**config.mk**
```make
export PLATFORM = sky130hd
export DESIGN_NAME = load_store_unit
export DESIGN_NICKNAME = d
export VERILOG_FILES = /design/src/rtl/lsu_pkg.sv /design/src/rtl/lsu_agu.sv /design/src/rtl/lsu_bypass.sv /design/src/rtl/load_unit.sv /design/src/rtl/store_unit.sv /design/src/rtl/load_store_unit.sv
export SDC_FILE = /design/constraint.sdc
export NUM_CORES = 2
export LEC_CHECK = 0
export BUFFER_PORTS_ARGS = -buffer_cell sky130_fd_sc_hd__buf_4
export CAP_MARGIN = 20
export CORE_AREA = 2 2 372 374
export CTS_BUF_LIST = sky130_fd_sc_hd__clkbuf_8
export DETAILED_ROUTE_END_ITERATION = 10
export DIE_AREA = 0 0 374 376
export HOLD_SLACK_MARGIN = 0.03
export SYNTH_ARGS = -nofsm -noshare
export SYNTH_HDL_FRONTEND = slang
export SYNTH_SLANG_ARGS = --single-unit
export TNS_END_PERCENT = 30
```
**constraint.sdc**
```tcl
create_clock -name clk_i -period 7.35 [get_ports clk_i]
set_input_delay 0.735 -clock clk_i [delete_from_list [all_inputs] [get_ports clk_i]]
set_output_delay 0.735 -clock clk_i [all_outputs]
set_load 0.01 [all_outputs]
```
**src/rtl/lsu_pkg.sv**
```systemverilog
// shared widths, operation encoding and record types, referenced as lsu_pkg::name by RTL and testbench
package lsu_pkg;

    // ----------------------------------------------------------
    // widths and sizes
    // ----------------------------------------------------------
    localparam int XLEN       = 64;
    localparam int ADDR_W     = 32;
    localparam int TRANS_ID_W = 3;
    localparam int STQ_DEPTH  = 4;
    localparam int STQ_PTR_W  = $clog2(STQ_DEPTH);

    // exception causes as defined by the privileged spec
    localparam logic [XLEN-1:0] CAUSE_LD_MISALIGNED = XLEN'(4);
    localparam logic [XLEN-1:0] CAUSE_ST_MISALIGNED = XLEN'(6);

    // ----------------------------------------------------------
    // operations
    // ----------------------------------------------------------
    typedef enum logic [3:0] {
        LB  = 4'd0,
        LBU = 4'd1,
        LH  = 4'd2,
        LHU = 4'd3,
        LW  = 4'd4,
        LWU = 4'd5,
        LD  = 4'd6,
        SB  = 4'd7,
        SH  = 4'd8,
        SW  = 4'd9,
        SD  = 4'd10
    } lsu_op_e;

    function automatic logic is_store(lsu_op_e op);
        return op inside {SB, SH, SW, SD};
    endfunction

    // ----------------------------------------------------------
    // records
    // ----------------------------------------------------------
    // issue word from the scoreboard
    typedef struct packed {
        lsu_op_e               op;
        logic [XLEN-1:0]       operand_a;
        logic [XLEN-1:0]       operand_b;
        logic [XLEN-1:0]       imm;
        logic [TRANS_ID_W-1:0] trans_id;
    } fu_data_t;

    // request after address generation, store data already in its lane
    typedef struct packed {
        logic                  valid;
        logic [ADDR_W-1:0]     vaddr;
        logic                  misaligned;
        logic [XLEN-1:0]       data;
        logic [7:0]            be;
        lsu_op_e               op;
        logic [TRANS_ID_W-1:0] trans_id;
    } lsu_req_t;

    typedef struct packed {
        logic            valid;
        logic [XLEN-1:0] cause;
        logic [XLEN-1:0] tval;
    } exception_t;

    typedef struct packed {
        logic                  valid;
        logic [TRANS_ID_W-1:0] trans_id;
        logic [XLEN-1:0]       result;
        exception_t            ex;
    } wb_t;

    // addr is always dword aligned
    typedef struct packed {
        logic              req;
        logic              we;
        logic [ADDR_W-1:0] addr;
        logic [7:0]        be;
        logic [XLEN-1:0]   wdata;
    } mem_req_t;

    typedef struct packed {
        logic            gnt;
        logic            rvalid;
        logic [XLEN-1:0] rdata;
    } mem_resp_t;

endpackage

```
**src/rtl/lsu_agu.sv**
```systemverilog
// address generation unit: computes address, byte enables, store lane data and misalignment
`timescale 1ns/10ps

module lsu_agu (
    input  lsu_pkg::fu_data_t fu_data_i,
    input  logic              valid_i,
    output lsu_pkg::lsu_req_t req_o
);

    logic [lsu_pkg::XLEN-1:0] vaddr_full;
    logic [2:0]               off;
    logic [1:0]               size;
    logic [7:0]               be;
    logic                     misaligned;

    // base plus sign-extended immediate
    assign vaddr_full = lsu_pkg::XLEN'($signed(fu_data_i.operand_a) + $signed(fu_data_i.imm));
    assign off        = vaddr_full[2:0];

    // access size as log2 of the byte count
    always_comb begin
        case (fu_data_i.op)
            lsu_pkg::LB, lsu_pkg::LBU, lsu_pkg::SB: size = 2'd0;
            lsu_pkg::LH, lsu_pkg::LHU, lsu_pkg::SH: size = 2'd1;
            lsu_pkg::LW, lsu_pkg::LWU, lsu_pkg::SW: size = 2'd2;
            default:                                size = 2'd3;
        endcase
    end

    // ----------------------------------------------------------
    // byte enables and misalignment
    // ----------------------------------------------------------
    always_comb begin
        case (size)
            2'd0: begin
                be         = 8'h01 << off;
                misaligned = 1'b0;
            end
            2'd1: begin
                be         = 8'h03 << off;
                misaligned = off[0];
            end
            2'd2: begin
                be         = 8'h0f << off;
                misaligned = |off[1:0];
            end
            default: begin
                be         = 8'hff;
                misaligned = |off;
            end
        endcase
    end

    always_comb begin
        req_o            = '0;
        req_o.valid      = valid_i;
        req_o.vaddr      = vaddr_full[lsu_pkg::ADDR_W-1:0];
        req_o.misaligned = misaligned;
        // store data moves into the lane selected by the low address bits
        req_o.data       = fu_data_i.operand_b << {off, 3'b000};
        req_o.be         = be;
        req_o.op         = fu_data_i.op;
        req_o.trans_id   = fu_data_i.trans_id;
    end

endmodule

```
**src/rtl/lsu_bypass.sv**
```systemverilog
// two-entry request buffer that holds issued operations while the load or store unit is busy
`timescale 1ns/10ps

module lsu_bypass (
    input  logic              clk_i,
    input  logic              rst_ni,
    input  logic              flush_i,
    input  lsu_pkg::lsu_req_t req_i,
    input  logic              pop_ld_i,
    input  logic              pop_st_i,
    output lsu_pkg::lsu_req_t ctrl_o,
    output logic              ready_o
);

    lsu_pkg::lsu_req_t [1:0] mem_d, mem_q;
    logic                    wptr_d, wptr_q;
    logic                    rptr_d, rptr_q;
    logic [1:0]              cnt_d, cnt_q;
    logic                    empty;

    assign empty   = (cnt_q == 2'd0);
    assign ready_o = empty;

    // an empty buffer lets the new request through in the same cycle
    assign ctrl_o = empty ? req_i : mem_q[rptr_q];

    always_comb begin
        mem_d  = mem_q;
        wptr_d = wptr_q;
        rptr_d = rptr_q;
        cnt_d  = cnt_q;

        if (req_i.valid) begin
            mem_d[wptr_q] = req_i;
            wptr_d        = wptr_q + 1'b1;
            cnt_d         = cnt_d + 2'd1;
        end

        // only one entry is presented, so at most one unit pops
        if (pop_ld_i || pop_st_i) begin
            mem_d[rptr_q].valid = 1'b0;
            rptr_d              = rptr_q + 1'b1;
            cnt_d               = cnt_d - 2'd1;
        end

        if (flush_i) begin
            mem_d  = '0;
            wptr_d = 1'b0;
            rptr_d = 1'b0;
            cnt_d  = 2'd0;
        end
    end

    always_ff @(posedge clk_i or negedge rst_ni) begin
        if (!rst_ni) begin
            mem_q  <= '0;
            wptr_q <= 1'b0;
            rptr_q <= 1'b0;
            cnt_q  <= 2'd0;
        end else begin
            mem_q  <= mem_d;
            wptr_q <= wptr_d;
            rptr_q <= rptr_d;
            cnt_q  <= cnt_d;
        end
    end

endmodule

```
**src/rtl/load_unit.sv**
```systemverilog
// load unit: waits on store hazards, reads memory and writes back the extended result
`timescale 1ns/10ps

module load_unit (
    input  logic                        clk_i,
    input  logic                        rst_ni,
    input  logic                        flush_i,
    input  lsu_pkg::lsu_req_t           ctrl_i,
    output logic                        pop_ld_o,
    output logic [lsu_pkg::ADDR_W-1:0]  ld_dword_addr_o,
    input  logic                        stq_match_i,
    output lsu_pkg::mem_req_t           mem_o,
    input  lsu_pkg::mem_resp_t          mem_i,
    output lsu_pkg::wb_t                wb_o
);

    typedef enum logic [2:0] {
        IDLE,
        WAIT_HAZARD,
        REQUEST,
        WAIT_DATA,
        REPORT
    } state_e;

    state_e                   state_q;
    lsu_pkg::lsu_req_t        ld_q;
    logic                     killed_q;
    lsu_pkg::wb_t             wb_q;
    logic                     take;
    logic [lsu_pkg::XLEN-1:0] shifted;
    logic [lsu_pkg::XLEN-1:0] ld_result;

    assign take = (state_q == IDLE) && ctrl_i.valid && !lsu_pkg::is_store(ctrl_i.op) && !flush_i;
    assign pop_ld_o        = take;
    assign ld_dword_addr_o = {ld_q.vaddr[lsu_pkg::ADDR_W-1:3], 3'b000};
    assign wb_o            = wb_q;

    always_comb begin
        mem_o       = '0;
        mem_o.req   = (state_q == REQUEST);
        mem_o.addr  = ld_dword_addr_o;
        mem_o.be    = ld_q.be;
    end

    // ----------------------------------------------------------
    // byte select and extension
    // ----------------------------------------------------------
    always_comb begin
        shifted = mem_i.rdata >> {ld_q.vaddr[2:0], 3'b000};
        case (ld_q.op)
            lsu_pkg::LB:  ld_result = {{(lsu_pkg::XLEN-8){shifted[7]}}, shifted[7:0]};
            lsu_pkg::LBU: ld_result = {{(lsu_pkg::XLEN-8){1'b0}}, shifted[7:0]};
            lsu_pkg::LH:  ld_result = {{(lsu_pkg::XLEN-16){shifted[15]}}, shifted[15:0]};
            lsu_pkg::LHU: ld_result = {{(lsu_pkg::XLEN-16){1'b0}}, shifted[15:0]};
            lsu_pkg::LW:  ld_result = {{(lsu_pkg::XLEN-32){shifted[31]}}, shifted[31:0]};
            lsu_pkg::LWU: ld_result = {{(lsu_pkg::XLEN-32){1'b0}}, shifted[31:0]};
            default:      ld_result = shifted;
        endcase
    end

    always_ff @(posedge clk_i) begin
        if (take) begin
            ld_q <= ctrl_i;
        end
    end

    // ----------------------------------------------------------
    // sequencing
    // ----------------------------------------------------------
    always_ff @(posedge clk_i or negedge rst_ni) begin
        if (!rst_ni) begin
            state_q  <= IDLE;
            killed_q <= 1'b0;
            wb_q     <= '0;
        end else begin
            wb_q.valid <= 1'b0;
            // a granted read must still finish, so flush only marks it
            if (flush_i) begin
                killed_q <= 1'b1;
            end
            case (state_q)
                IDLE: begin
                    if (take) begin
                        killed_q <= 1'b0;
                        if (ctrl_i.misaligned) begin
                            wb_q.valid    <= 1'b1;
                            wb_q.trans_id <= ctrl_i.trans_id;
                            wb_q.result   <= '0;
                            wb_q.ex.valid <= 1'b1;
                            wb_q.ex.cause <= lsu_pkg::CAUSE_LD_MISALIGNED;
                            wb_q.ex.tval  <= lsu_pkg::XLEN'(ctrl_i.vaddr);
                            state_q       <= REPORT;
                        end else begin
                            state_q <= WAIT_HAZARD;
                        end
                    end
                end
                WAIT_HAZARD: begin
                    if (flush_i) begin
                        state_q <= IDLE;
                    end else if (!stq_match_i) begin
                        state_q <= REQUEST;
                    end
                end
                REQUEST: begin
                    if (mem_i.gnt) begin
                        state_q <= WAIT_DATA;
                    end
                end
                WAIT_DATA: begin
                    if (mem_i.rvalid) begin
                        wb_q.valid    <= !(killed_q || flush_i);
                        wb_q.trans_id <= ld_q.trans_id;
                        wb_q.result   <= ld_result;
                        wb_q.ex       <= '0;
                        state_q       <= (killed_q || flush_i) ? IDLE : REPORT;
                    end
                end
                default: begin
                    state_q <= IDLE;
                end
            endcase
        end
    end

endmodule

```
**src/rtl/store_unit.sv**
```systemverilog
// store unit: writes back stores at once, queues them until commit and drains committed ones to memory
`timescale 1ns/10ps

module store_unit (
    input  logic                        clk_i,
    input  logic                        rst_ni,
    input  logic                        flush_i,
    input  lsu_pkg::lsu_req_t           ctrl_i,
    output logic                        pop_st_o,
    input  logic                        commit_i,
    output logic                        commit_ready_o,
    output logic                        no_st_pending_o,
    input  logic [lsu_pkg::ADDR_W-1:0]  ld_dword_addr_i,
    output logic                        stq_match_o,
    output lsu_pkg::mem_req_t           mem_o,
    input  lsu_pkg::mem_resp_t          mem_i,
    output lsu_pkg::wb_t                wb_o
);

    localparam int DEPTH = lsu_pkg::STQ_DEPTH;
    localparam int PTR_W = lsu_pkg::STQ_PTR_W;

    logic [DEPTH-1:0]          valid_q;
    logic [DEPTH-1:0]          committed_q;
    // dword index only, the low three bits are always zero
    logic [lsu_pkg::ADDR_W-4:0] addr_q [DEPTH];
    logic [lsu_pkg::XLEN-1:0]   data_q [DEPTH];
    logic [7:0]                 be_q   [DEPTH];
    logic [PTR_W-1:0]           wr_ptr_q;
    logic [PTR_W-1:0]           commit_ptr_q;
    logic [PTR_W-1:0]           drain_ptr_q;
    logic                       full;
    logic                       take;
    logic                       drain;
    lsu_pkg::wb_t               wb_q;

    assign full  = valid_q[wr_ptr_q];
    assign take  = ctrl_i.valid && lsu_pkg::is_store(ctrl_i.op) && !full && !flush_i;
    assign drain = mem_o.req && mem_i.gnt;

    assign pop_st_o        = take;
    assign commit_ready_o  = valid_q[commit_ptr_q] && !committed_q[commit_ptr_q];
    assign no_st_pending_o = ~|valid_q;
    assign wb_o            = wb_q;

    // oldest committed entry goes to memory
    always_comb begin
        mem_o       = '0;
        mem_o.req   = valid_q[drain_ptr_q] && committed_q[drain_ptr_q];
        mem_o.we    = 1'b1;
        mem_o.addr  = {addr_q[drain_ptr_q], 3'b000};
        mem_o.be    = be_q[drain_ptr_q];
        mem_o.wdata = data_q[drain_ptr_q];
    end

    // loads to a dword that any queued store touches must wait
    always_comb begin
        stq_match_o = 1'b0;
        for (int i = 0; i < DEPTH; i++) begin
            if (valid_q[i] && addr_q[i] == ld_dword_addr_i[lsu_pkg::ADDR_W-1:3]) begin
                stq_match_o = 1'b1;
            end
        end
    end

    always_ff @(posedge clk_i) begin
        if (take && !ctrl_i.misaligned) begin
            addr_q[wr_ptr_q] <= ctrl_i.vaddr[lsu_pkg::ADDR_W-1:3];
            data_q[wr_ptr_q] <= ctrl_i.data;
            be_q[wr_ptr_q]   <= ctrl_i.be;
        end
    end

    // ----------------------------------------------------------
    // queue control and writeback
    // ----------------------------------------------------------
    always_ff @(posedge clk_i or negedge rst_ni) begin
        if (!rst_ni) begin
            valid_q      <= '0;
            committed_q  <= '0;
            wr_ptr_q     <= '0;
            commit_ptr_q <= '0;
            drain_ptr_q  <= '0;
            wb_q         <= '0;
        end else begin
            wb_q.valid <= 1'b0;
            if (take) begin
                wb_q.valid    <= 1'b1;
                wb_q.trans_id <= ctrl_i.trans_id;
                wb_q.result   <= '0;
                wb_q.ex.valid <= ctrl_i.misaligned;
                wb_q.ex.cause <= ctrl_i.misaligned ? lsu_pkg::CAUSE_ST_MISALIGNED : '0;
                wb_q.ex.tval  <= ctrl_i.misaligned ? lsu_pkg::XLEN'(ctrl_i.vaddr) : '0;
                if (!ctrl_i.misaligned) begin
                    valid_q[wr_ptr_q]     <= 1'b1;
                    committed_q[wr_ptr_q] <= 1'b0;
                    wr_ptr_q              <= wr_ptr_q + 1'b1;
                end
            end
            if (commit_i) begin
                committed_q[commit_ptr_q] <= 1'b1;
                commit_ptr_q              <= commit_ptr_q + 1'b1;
            end
            if (drain) begin
                valid_q[drain_ptr_q] <= 1'b0;
                drain_ptr_q          <= drain_ptr_q + 1'b1;
            end
            // speculative entries are dropped, a commit in the same cycle survives
            if (flush_i) begin
                for (int i = 0; i < DEPTH; i++) begin
                    if (!committed_q[i] && !(commit_i && PTR_W'(i) == commit_ptr_q)) begin
                        valid_q[i] <= 1'b0;
                    end
                end
                wr_ptr_q <= commit_ptr_q + PTR_W'(commit_i);
            end
        end
    end

endmodule

```
**src/rtl/load_store_unit.sv**
```systemverilog
// load/store unit top level connecting address generation, request buffer and the two units
`timescale 1ns/10ps

module load_store_unit (
    input  logic               clk_i,
    input  logic               rst_ni,
    input  logic               flush_i,
    input  lsu_pkg::fu_data_t  fu_data_i,
    input  logic               lsu_valid_i,
    output logic               lsu_ready_o,
    output lsu_pkg::wb_t       load_wb_o,
    output lsu_pkg::wb_t       store_wb_o,
    input  logic               commit_i,
    output logic               commit_ready_o,
    output logic               no_st_pending_o,
    output lsu_pkg::mem_req_t  ld_mem_o,
    input  lsu_pkg::mem_resp_t ld_mem_i,
    output lsu_pkg::mem_req_t  st_mem_o,
    input  lsu_pkg::mem_resp_t st_mem_i
);

    lsu_pkg::lsu_req_t          agu_req;
    lsu_pkg::lsu_req_t          lsu_ctrl;
    logic                       pop_ld;
    logic                       pop_st;
    logic [lsu_pkg::ADDR_W-1:0] ld_dword_addr;
    logic                       stq_match;

    lsu_agu i_agu (
        .fu_data_i (fu_data_i),
        .valid_i   (lsu_valid_i),
        .req_o     (agu_req)
    );

    lsu_bypass i_bypass (
        .clk_i    (clk_i),
        .rst_ni   (rst_ni),
        .flush_i  (flush_i),
        .req_i    (agu_req),
        .pop_ld_i (pop_ld),
        .pop_st_i (pop_st),
        .ctrl_o   (lsu_ctrl),
        .ready_o  (lsu_ready_o)
    );

    load_unit i_load_unit (
        .clk_i           (clk_i),
        .rst_ni          (rst_ni),
        .flush_i         (flush_i),
        .ctrl_i          (lsu_ctrl),
        .pop_ld_o        (pop_ld),
        .ld_dword_addr_o (ld_dword_addr),
        .stq_match_i     (stq_match),
        .mem_o           (ld_mem_o),
        .mem_i           (ld_mem_i),
        .wb_o            (load_wb_o)
    );

    store_unit i_store_unit (
        .clk_i           (clk_i),
        .rst_ni          (rst_ni),
        .flush_i         (flush_i),
        .ctrl_i          (lsu_ctrl),
        .pop_st_o        (pop_st),
        .commit_i        (commit_i),
        .commit_ready_o  (commit_ready_o),
        .no_st_pending_o (no_st_pending_o),
        .ld_dword_addr_i (ld_dword_addr),
        .stq_match_o     (stq_match),
        .mem_o           (st_mem_o),
        .mem_i           (st_mem_i),
        .wb_o            (store_wb_o)
    );

endmodule

```
## Yosys cells after proc, flatten, opt, wreduce, memory -nomap -nowiden

Memory sizes are Yosys's and may differ from the RTL's.
Cells that the tools add are included.
W data, S select, Z words.

| word-level totals | value |
|---|---|
| RAM bits | 404 |
| memories kept | 4 |
| bits of input ports | 336 |
| flip-flop bits (word level) | 625 |
| bits in read-only memories | 32 |
| logic and storage cells | 236 |

| operators by class | value |
|---|---|
| muxes and demuxes | 76 |
| shift operators | 5 |
| reductions and logical operators | 60 |
| eq/ne operators | 27 |
| add/sub/neg operators | 9 |
| bitwise gates (word level) | 6 |
| $lt $le $gt $ge | 10 |

Memory list:

| memory | words | bits a word | rd ports | clocked after Yosys merged registers in | wr ports | RTL line | source |
|---|---|---|---|---|---|---|---|
| i_store_unit.data_q | 4 | 64 | 1 | 0 | 1 | store_unit.sv:27 | `logic [lsu_pkg::XLEN-1:0] data_q [DEPTH];` |
| i_store_unit.addr_q | 4 | 29 | 5 | 0 | 1 | store_unit.sv:26 | `logic [lsu_pkg::ADDR_W-4:0] addr_q [DEPTH];` |
| (no name shown) | 16 | 2 | 1 | 0 | 0 | lsu_agu.sv:22 | `case (fu_data_i.op)` |
| i_store_unit.be_q | 4 | 8 | 1 | 0 | 1 | store_unit.sv:28 | `logic [7:0] be_q [DEPTH];` |

Operator list:

| operator | count |
|---|---|
| $mux W197 | 4 |
| $mux W226 | 3 |
| $mux W113 | 5 |
| $bwmux W226 | 2 |
| $pmux W197 S2 | 1 |
| $pmux W64 S6 | 1 |
| $demux W113 S1 | 2 |
| $eq A29 B29 Y1 | 4 |
| $shl A64 B6 Y64 | 1 |
| $shr A64 B6 Y64 | 1 |
| $add A32 B32 Y32 | 1 |
| $mux W32 | 1 |
| $mux W4 | 7 |
| $logic_and A1 B1 Y1 | 27 |
| $mux W1 | 25 |
| $mux W3 | 8 |
| $pmux W8 S3 | 1 |
| $logic_not A1 Y1 | 15 |
| $eq A4 B3 Y1 const B | 3 |
| $eq A4 B4 Y1 const B | 3 |
| $mux W2 | 6 |
| $pmux W3 S4 | 1 |
| $bmux W1 S2 | 5 |
| $lt A2 B3 Y1 const B | 3 |
| other kinds (37) | 63 |

## Depth between registers and ports, before layout

| logic depth | value |
|---|---|
| depth in word-level cells | 14 |
| mapped depth | 16 |

## Modules after synthesis

From an unflattened synthesis, not the netlist that was laid out.

| second synthesis, totals | value |
|---|---|
| cell total of the unflattened synthesis | 3468 |
| area, all modules | 43130.1 um^2 |

Modules (own cells, without submodules):

| module | instances | cells each | area each (um^2) |
|---|---|---|---|
| store_unit | 1 | 1092 | 19469.9 |
| lsu_bypass | 1 | 910 | 10527.6 |
| load_unit | 1 | 898 | 9238.9 |
| lsu_agu | 1 | 568 | 3893.7 |

## Worst setup path after synthesis

OpenSTA, ideal clock, no wires.

| path | value |
|---|---|
| path type | input to register |
| start | input fu_data_i[197] in the netlist's numbering |
| end | memory i_store_unit.addr_q[0][0] in the netlist's numbering (enable) |
| path slack | 1.964 ns |
| library setup time | 0.455 ns |
| cell stages on the path | 15 |
| required time | 6.895 ns |
| path buffers | 2 |
| data arrival time | 4.931 ns |
| cells stage by stage | or2_2 -> o21ai_0 -> nand2_1 -> o21ai_0 -> inv_1 -> ha_1 -> clkbuf_1 -> nor3_1 -> a31oi_2 -> a21oi_2 -> and3_1 -> and2_0 -> buf_2 -> nand2_1 -> inv_1 |

| between the ends | value |
|---|---|
| word-level cells in the longest chain between the ends | 9 |
| elaborated cells on any way between the ends | 18 |
| classes of those cells | eq/ne (6); mux (4); reduce/logical (7); memory (1) |

RTL lines:

| item | RTL line | source |
|---|---|---|
| start, declared | load_store_unit.sv:8 | `input lsu_pkg::fu_data_t fu_data_i,` |
| $mux W113 * | lsu_bypass.sv:25 | `assign ctrl_o = empty ? req_i : mem_q[rptr_q];` |
| $eq A4 B3 Y1 or $eq A4 B4 Y1 (tied branches) | lsu_pkg.sv:35 | `return op inside {SB, SH, SW, SD};` |
| $reduce_bool A4 Y1 | lsu_pkg.sv:35 |  |
| $logic_and A1 B1 Y1 (3 in a row) | store_unit.sv:38 | `assign take = ctrl_i.valid && lsu_pkg::is_store(ctrl_i.op) && !full && !flush_i;` |
| $logic_and A1 B1 Y1 * | store_unit.sv:67 | `if (take && !ctrl_i.misaligned) begin` |
| $mux W1 * | store_unit.sv:67 |  |
| $mux W1 (not written as such) * | store_unit.sv:68 | `addr_q[wr_ptr_q] <= ctrl_i.vaddr[lsu_pkg::ADDR_W-1:3];` |
| end, declared | store_unit.sv:26 |  |

Mark *: on every way between the ends. The rest lies on a longest branch, timed or not.

==> summary.md <==
| Metric | Value |
|---|---|
| PortBufs | `between 400 and 500` |
| Pwr Total | `approximately 17 mW` |
| WL final | `around 140,000 µm` |
| Synthesis Warnings | `0` |
| Initial antenna violation count | `11` |
| Post-Synthesis Cells | `~3,500` |
| Reg2Reg Capture Point | `i_store_unit.be_q[2][3]` |
| Setup violators final | `0` |
| Post-synth top area cell | `edfxtp_1` |
| Post-CTS setup buffers | `0` |
| Crit path capture type | `flop` |
| # H-tree levels | `4` |
| Vias per cell | `5.05` |
| Hold endpoint | `i_bypass.mem_q[2]` |
| DR pass1 iterations | `5` |
| Crit Path Max Fanout | `48` |
| Crit share post-route | `0.657` |
| Largest cells by area after synthesis | `edfxtp_1 32%, dfrtp_1 23%, mux4_2 6.9%` |
| Seq cells post-synth | `between 800 and 900` |
| Starting Density | `0.309` |
| Placed cells | `around 5,500` |
| Share of the synthesized area in the top cell type | `0.321` |
| Vias in the first global route | `28,100` |
| CTS tree | `yes` |
| CP Data Required Time | `7.81 ns` |
| Compound-Gate Fraction of Synth Area | `0.133` |
| Multiplexer area fraction after synthesis | `0.112` |
| Final #Nets | `4,284` |
| DRT antenna net count | `0` |
| WL/cell | `between 20 and 25 µm` |
| Final count of hold timing violations | `0` |
| CTS sink count | `837` |
| Synthesis-to-finish area growth | `16.8%` |
| Pwr/cell area | `roughly 350 nW/µm²` |
| Worst skew pair latency | `0.88 ns` |
| Depth of the most critical reg-to-reg path | `10` |
| Largest net degree at the start of global routing | `160` |
| XOR/XNOR share of the synthesized area | `0.0307` |
| Die width | `around 370 µm` |
| # fillers | `between 10,000 and 15,000` |
| RSZ-0062 raised after global routing | `no` |
| Worst hold stages | `2` |
| CTS Root Cell | `clkbuf_8` |
| Main flop type after synthesis | `edfxtp_1` |
| Place WS | `2.25 ns` |
| Netlist cell types | `80` |
| Clock-pin slew on the worst setup and hold paths | `~0.060 ns` |
| Worst-margin pin slew | `1.09 ns` |
| Netlist Area Pre-Place | `between 40,000 and 50,000 µm²` |
| Number of max-cap violations | `0` |
| Slew Viols, Final | `0` |
| Setup Skew | `between 0.04 and 0.05 ns` |
| Largest family of logic cells by synthesized area | `compound AO/OA/AOI/OAI gates` |
| Post-Layout Cell Count | `5,816` |
| Worst r2r src | `i_bypass.rptr_q` |
| Grt ovf | `0` |
| DR iter-0 viols | `roughly 2,600` |
| Minimum clock period | `~4.8 ns` |
| Fraction of layout cells with a size suffix above 1 | `0.236` |
| Fraction of registers with async set or reset after synthesis | `0.461` |
| Clk buf depth | `3` |
| Setup CP Type | `flop to flop` |
| Setup_tns | `0 ns` |
| Average size of a mapped cell | `roughly 12 µm²` |
| Total Die Area | `roughly 140,000 µm²` |
| Adder-Cell Fraction of Synth Area | `0.0150` |
| Static Leak | `just over 20 nW` |
| Final core occ | `0.361` |
| Peak VDD IR | `about 0.0003 V` |
| FF-to-FF setup slack | `2.52 ns` |
| DRC violations left | `0` |
| Slew headroom | `0.268` |
| GRT Total Usage | `0.188` |
| Chip Height | `~380 µm` |
| Global-route wire length before repair | `between 150,000 and 200,000 µm` |
| Simple-gate share of the synthesized area | `0.0669` |
| Seq/Total Area, Yosys | `0.550` |
| Highest Clock Rate | `207 MHz` |
| Via count | `roughly 29,000` |
| CTS Buf Count | `146` |
| Worst hold start | `fu_data_i[2]` |
| Rows | `about 140` |
| Core area | `137,000 µm²` |
| Startpoint types | `flop` |
| Post-route setup slack | `2.52 ns` |
| DP Wirelength | `about 97,000 µm` |
| Hold WC Path Type | `primary input to flop` |
| EDFF count, synth | `roughly 450` |
| Status | `complete, no violations` |
| Data arrival time of the critical path | `roughly 5.3 ns` |
| I/O pins | `approximately 950` |
| Routability Congestion | `0.915` |
[worst max-delay path: stages (launching register included)]
cell and delay [ns]:
dfrtp_4 0.92, buf_4 0.67, mux2i_1 0.30, o21ai_2 0.09, a211o_2 0.35, nand2_2 0.16, and3_1 0.26, and2_0 0.30
nand2_1 0.18, inv_4 0.51, buf_4 0.53
[through the flow]
step / instance area, µm² / hold WS (ns)
2_1_floorplan: 43400 / 0.439
3_3_place_gp: 46300 / 0.453
3_5_place_dp: 46300 / 0.463
4_1_cts: 49300 / 0.0386
5_1_grt: 49300 / 0.0870
6_report: 49300 / 0.142
[registers in the layout, summed over array words and instances (netlist names), 2 cells and up]
signal,count
i_store_unit.committed_q,4
i_load_unit.mem_o,8
i_load_unit.ld_dword_addr_o,29
i_store_unit.wb_o,37
i_store_unit.drain_ptr_q,2
i_store_unit.addr_q,116
i_load_unit.wb_o,101
i_store_unit.data_q,256
i_load_unit.ld_q,10
i_bypass.cnt_q,2
i_store_unit.wr_ptr_q,2
i_bypass.mem_q,226
i_store_unit.commit_ptr_q,2
i_store_unit.be_q,32
i_store_unit.valid_q,4
i_load_unit.state_q,3
[worst max-delay path by stage]
| stage | to | from | cells after the start | slack (ns) |
|---|---|---|---|---|
| global placement | i_store_unit.data_q[0][8] | fu_data_i[197] | 15 | 2.23 |
| detailed placement | i_store_unit.data_q[2][9] | fu_data_i[196] | 15 | 2.25 |
| CTS | i_store_unit.data_q[2][1] | i_bypass.rptr_q | 10 | 2.47 |
| finish | i_store_unit.be_q[2][3] | i_bypass.rptr_q | 10 | 2.52 |
| global route | i_store_unit.be_q[2][0] | i_bypass.rptr_q | 10 | 2.19 |
| floorplan | i_store_unit.addr_q[0][0] | fu_data_i[197] | 15 | 1.96 |
[where the power goes]
group | switching [mW] | internal [mW] | total (mW)
Sequential | 0.572 | 5.92 | 6.50
Combinational | 3.96 | 2.47 | 6.43
Clock | 2.06 | 2.30 | 4.36
Total | 6.59 | 10.7 | 17.3
[Yosys cell counts (all sizes together), types with 3 or more instances]
master   instances
edfxtp         451
buf            450
dfrtp          386
nand2          328
o21ai          237
a21oi          169
a22o           166
mux2i          143
clkbuf         140
mux4           130
nor2           116
xnor2           85
xor2            62
inv             61
a211oi          49
ha              49
o2bb2ai         46
nor2b           36
nand3           33
mux2            32
a31oi           31
nand4           31
o22ai           31
nor3            26
a21o            24
o21a            22
nor4            17
and2            13
nand2b          13
a22oi            9
and3             8
o31ai            8
a221o            5
a311oi           5
a31o             5
or3              5
a211o            4
a21boi           4
o21bai           4
a2111oi          3
a221oi           3
o221ai           3
or2              3
or4              3
[cell usage in the layout (no fill, tap or decap), types with 29 or more instances in the layout]
master | Yosys | final
a211oi_1 | 49 | 49
nand4_1 | 31 | 31
o2bb2ai_1 | 46 | 46
inv_1 | 60 | 114
xor2_1 | 62 | 61
conb_1 | 2 | 325
o21ai_0 | 229 | 229
a31oi_1 | 30 | 29
nand3_1 | 33 | 32
o22ai_1 | 31 | 31
dfrtp_1 | 386 | 383
mux4_2 | 130 | 130
nand2_1 | 327 | 327
nor2_1 | 116 | 115
a21oi_1 | 167 | 165
xnor2_1 | 84 | 84
clkbuf_8 | 0 | 168
buf_4 | 367 | 538
nor2b_1 | 35 | 35
a22o_1 | 166 | 166
mux2i_1 | 143 | 143
edfxtp_1 | 451 | 451
mux2_2 | 31 | 31
ha_1 | 49 | 47
[metal layers]
layer  track usage  part of all wire
met5             0           0.00025
met4        0.0651             0.029
met3        0.0360             0.068
met2         0.285              0.46
met1         0.268              0.45
[cells by family (layout without fill, tap and decap cells)]
kind of cell / after synthesis / count (layout)
AOI/OAI and AO/OA: 843 / 843
adders and majority gates: 50 / 50
muxes: 305 / 305
DFF: 837 / 837
buffers and inverters: 652 / 874
other: 2 / 330
xor gates and xnor gates: 147 / 147
and+or+nand+nor: 636 / 636
[timing repair]
action                    4_1_cts  5_1_grt
gates resized for setup         0        0
hold buffers                    1        0
hold endpoints to repair       96        0
[area by class of cell]
cell class,instances,area [µm²],share of cell area
sequential,837,23200,0.471
multi-input combinational,2306,16400,0.333
timing repair buffer,545,4160,0.0845
clock buffer,168,2310,0.0469
tap,1794,2240,0.0455
clock inverter,99,669,0.0136
inverter,62,243,0.00492
antenna,5,12.5,0.000254
Note: power is estimated with default switching activity, not from simulation.
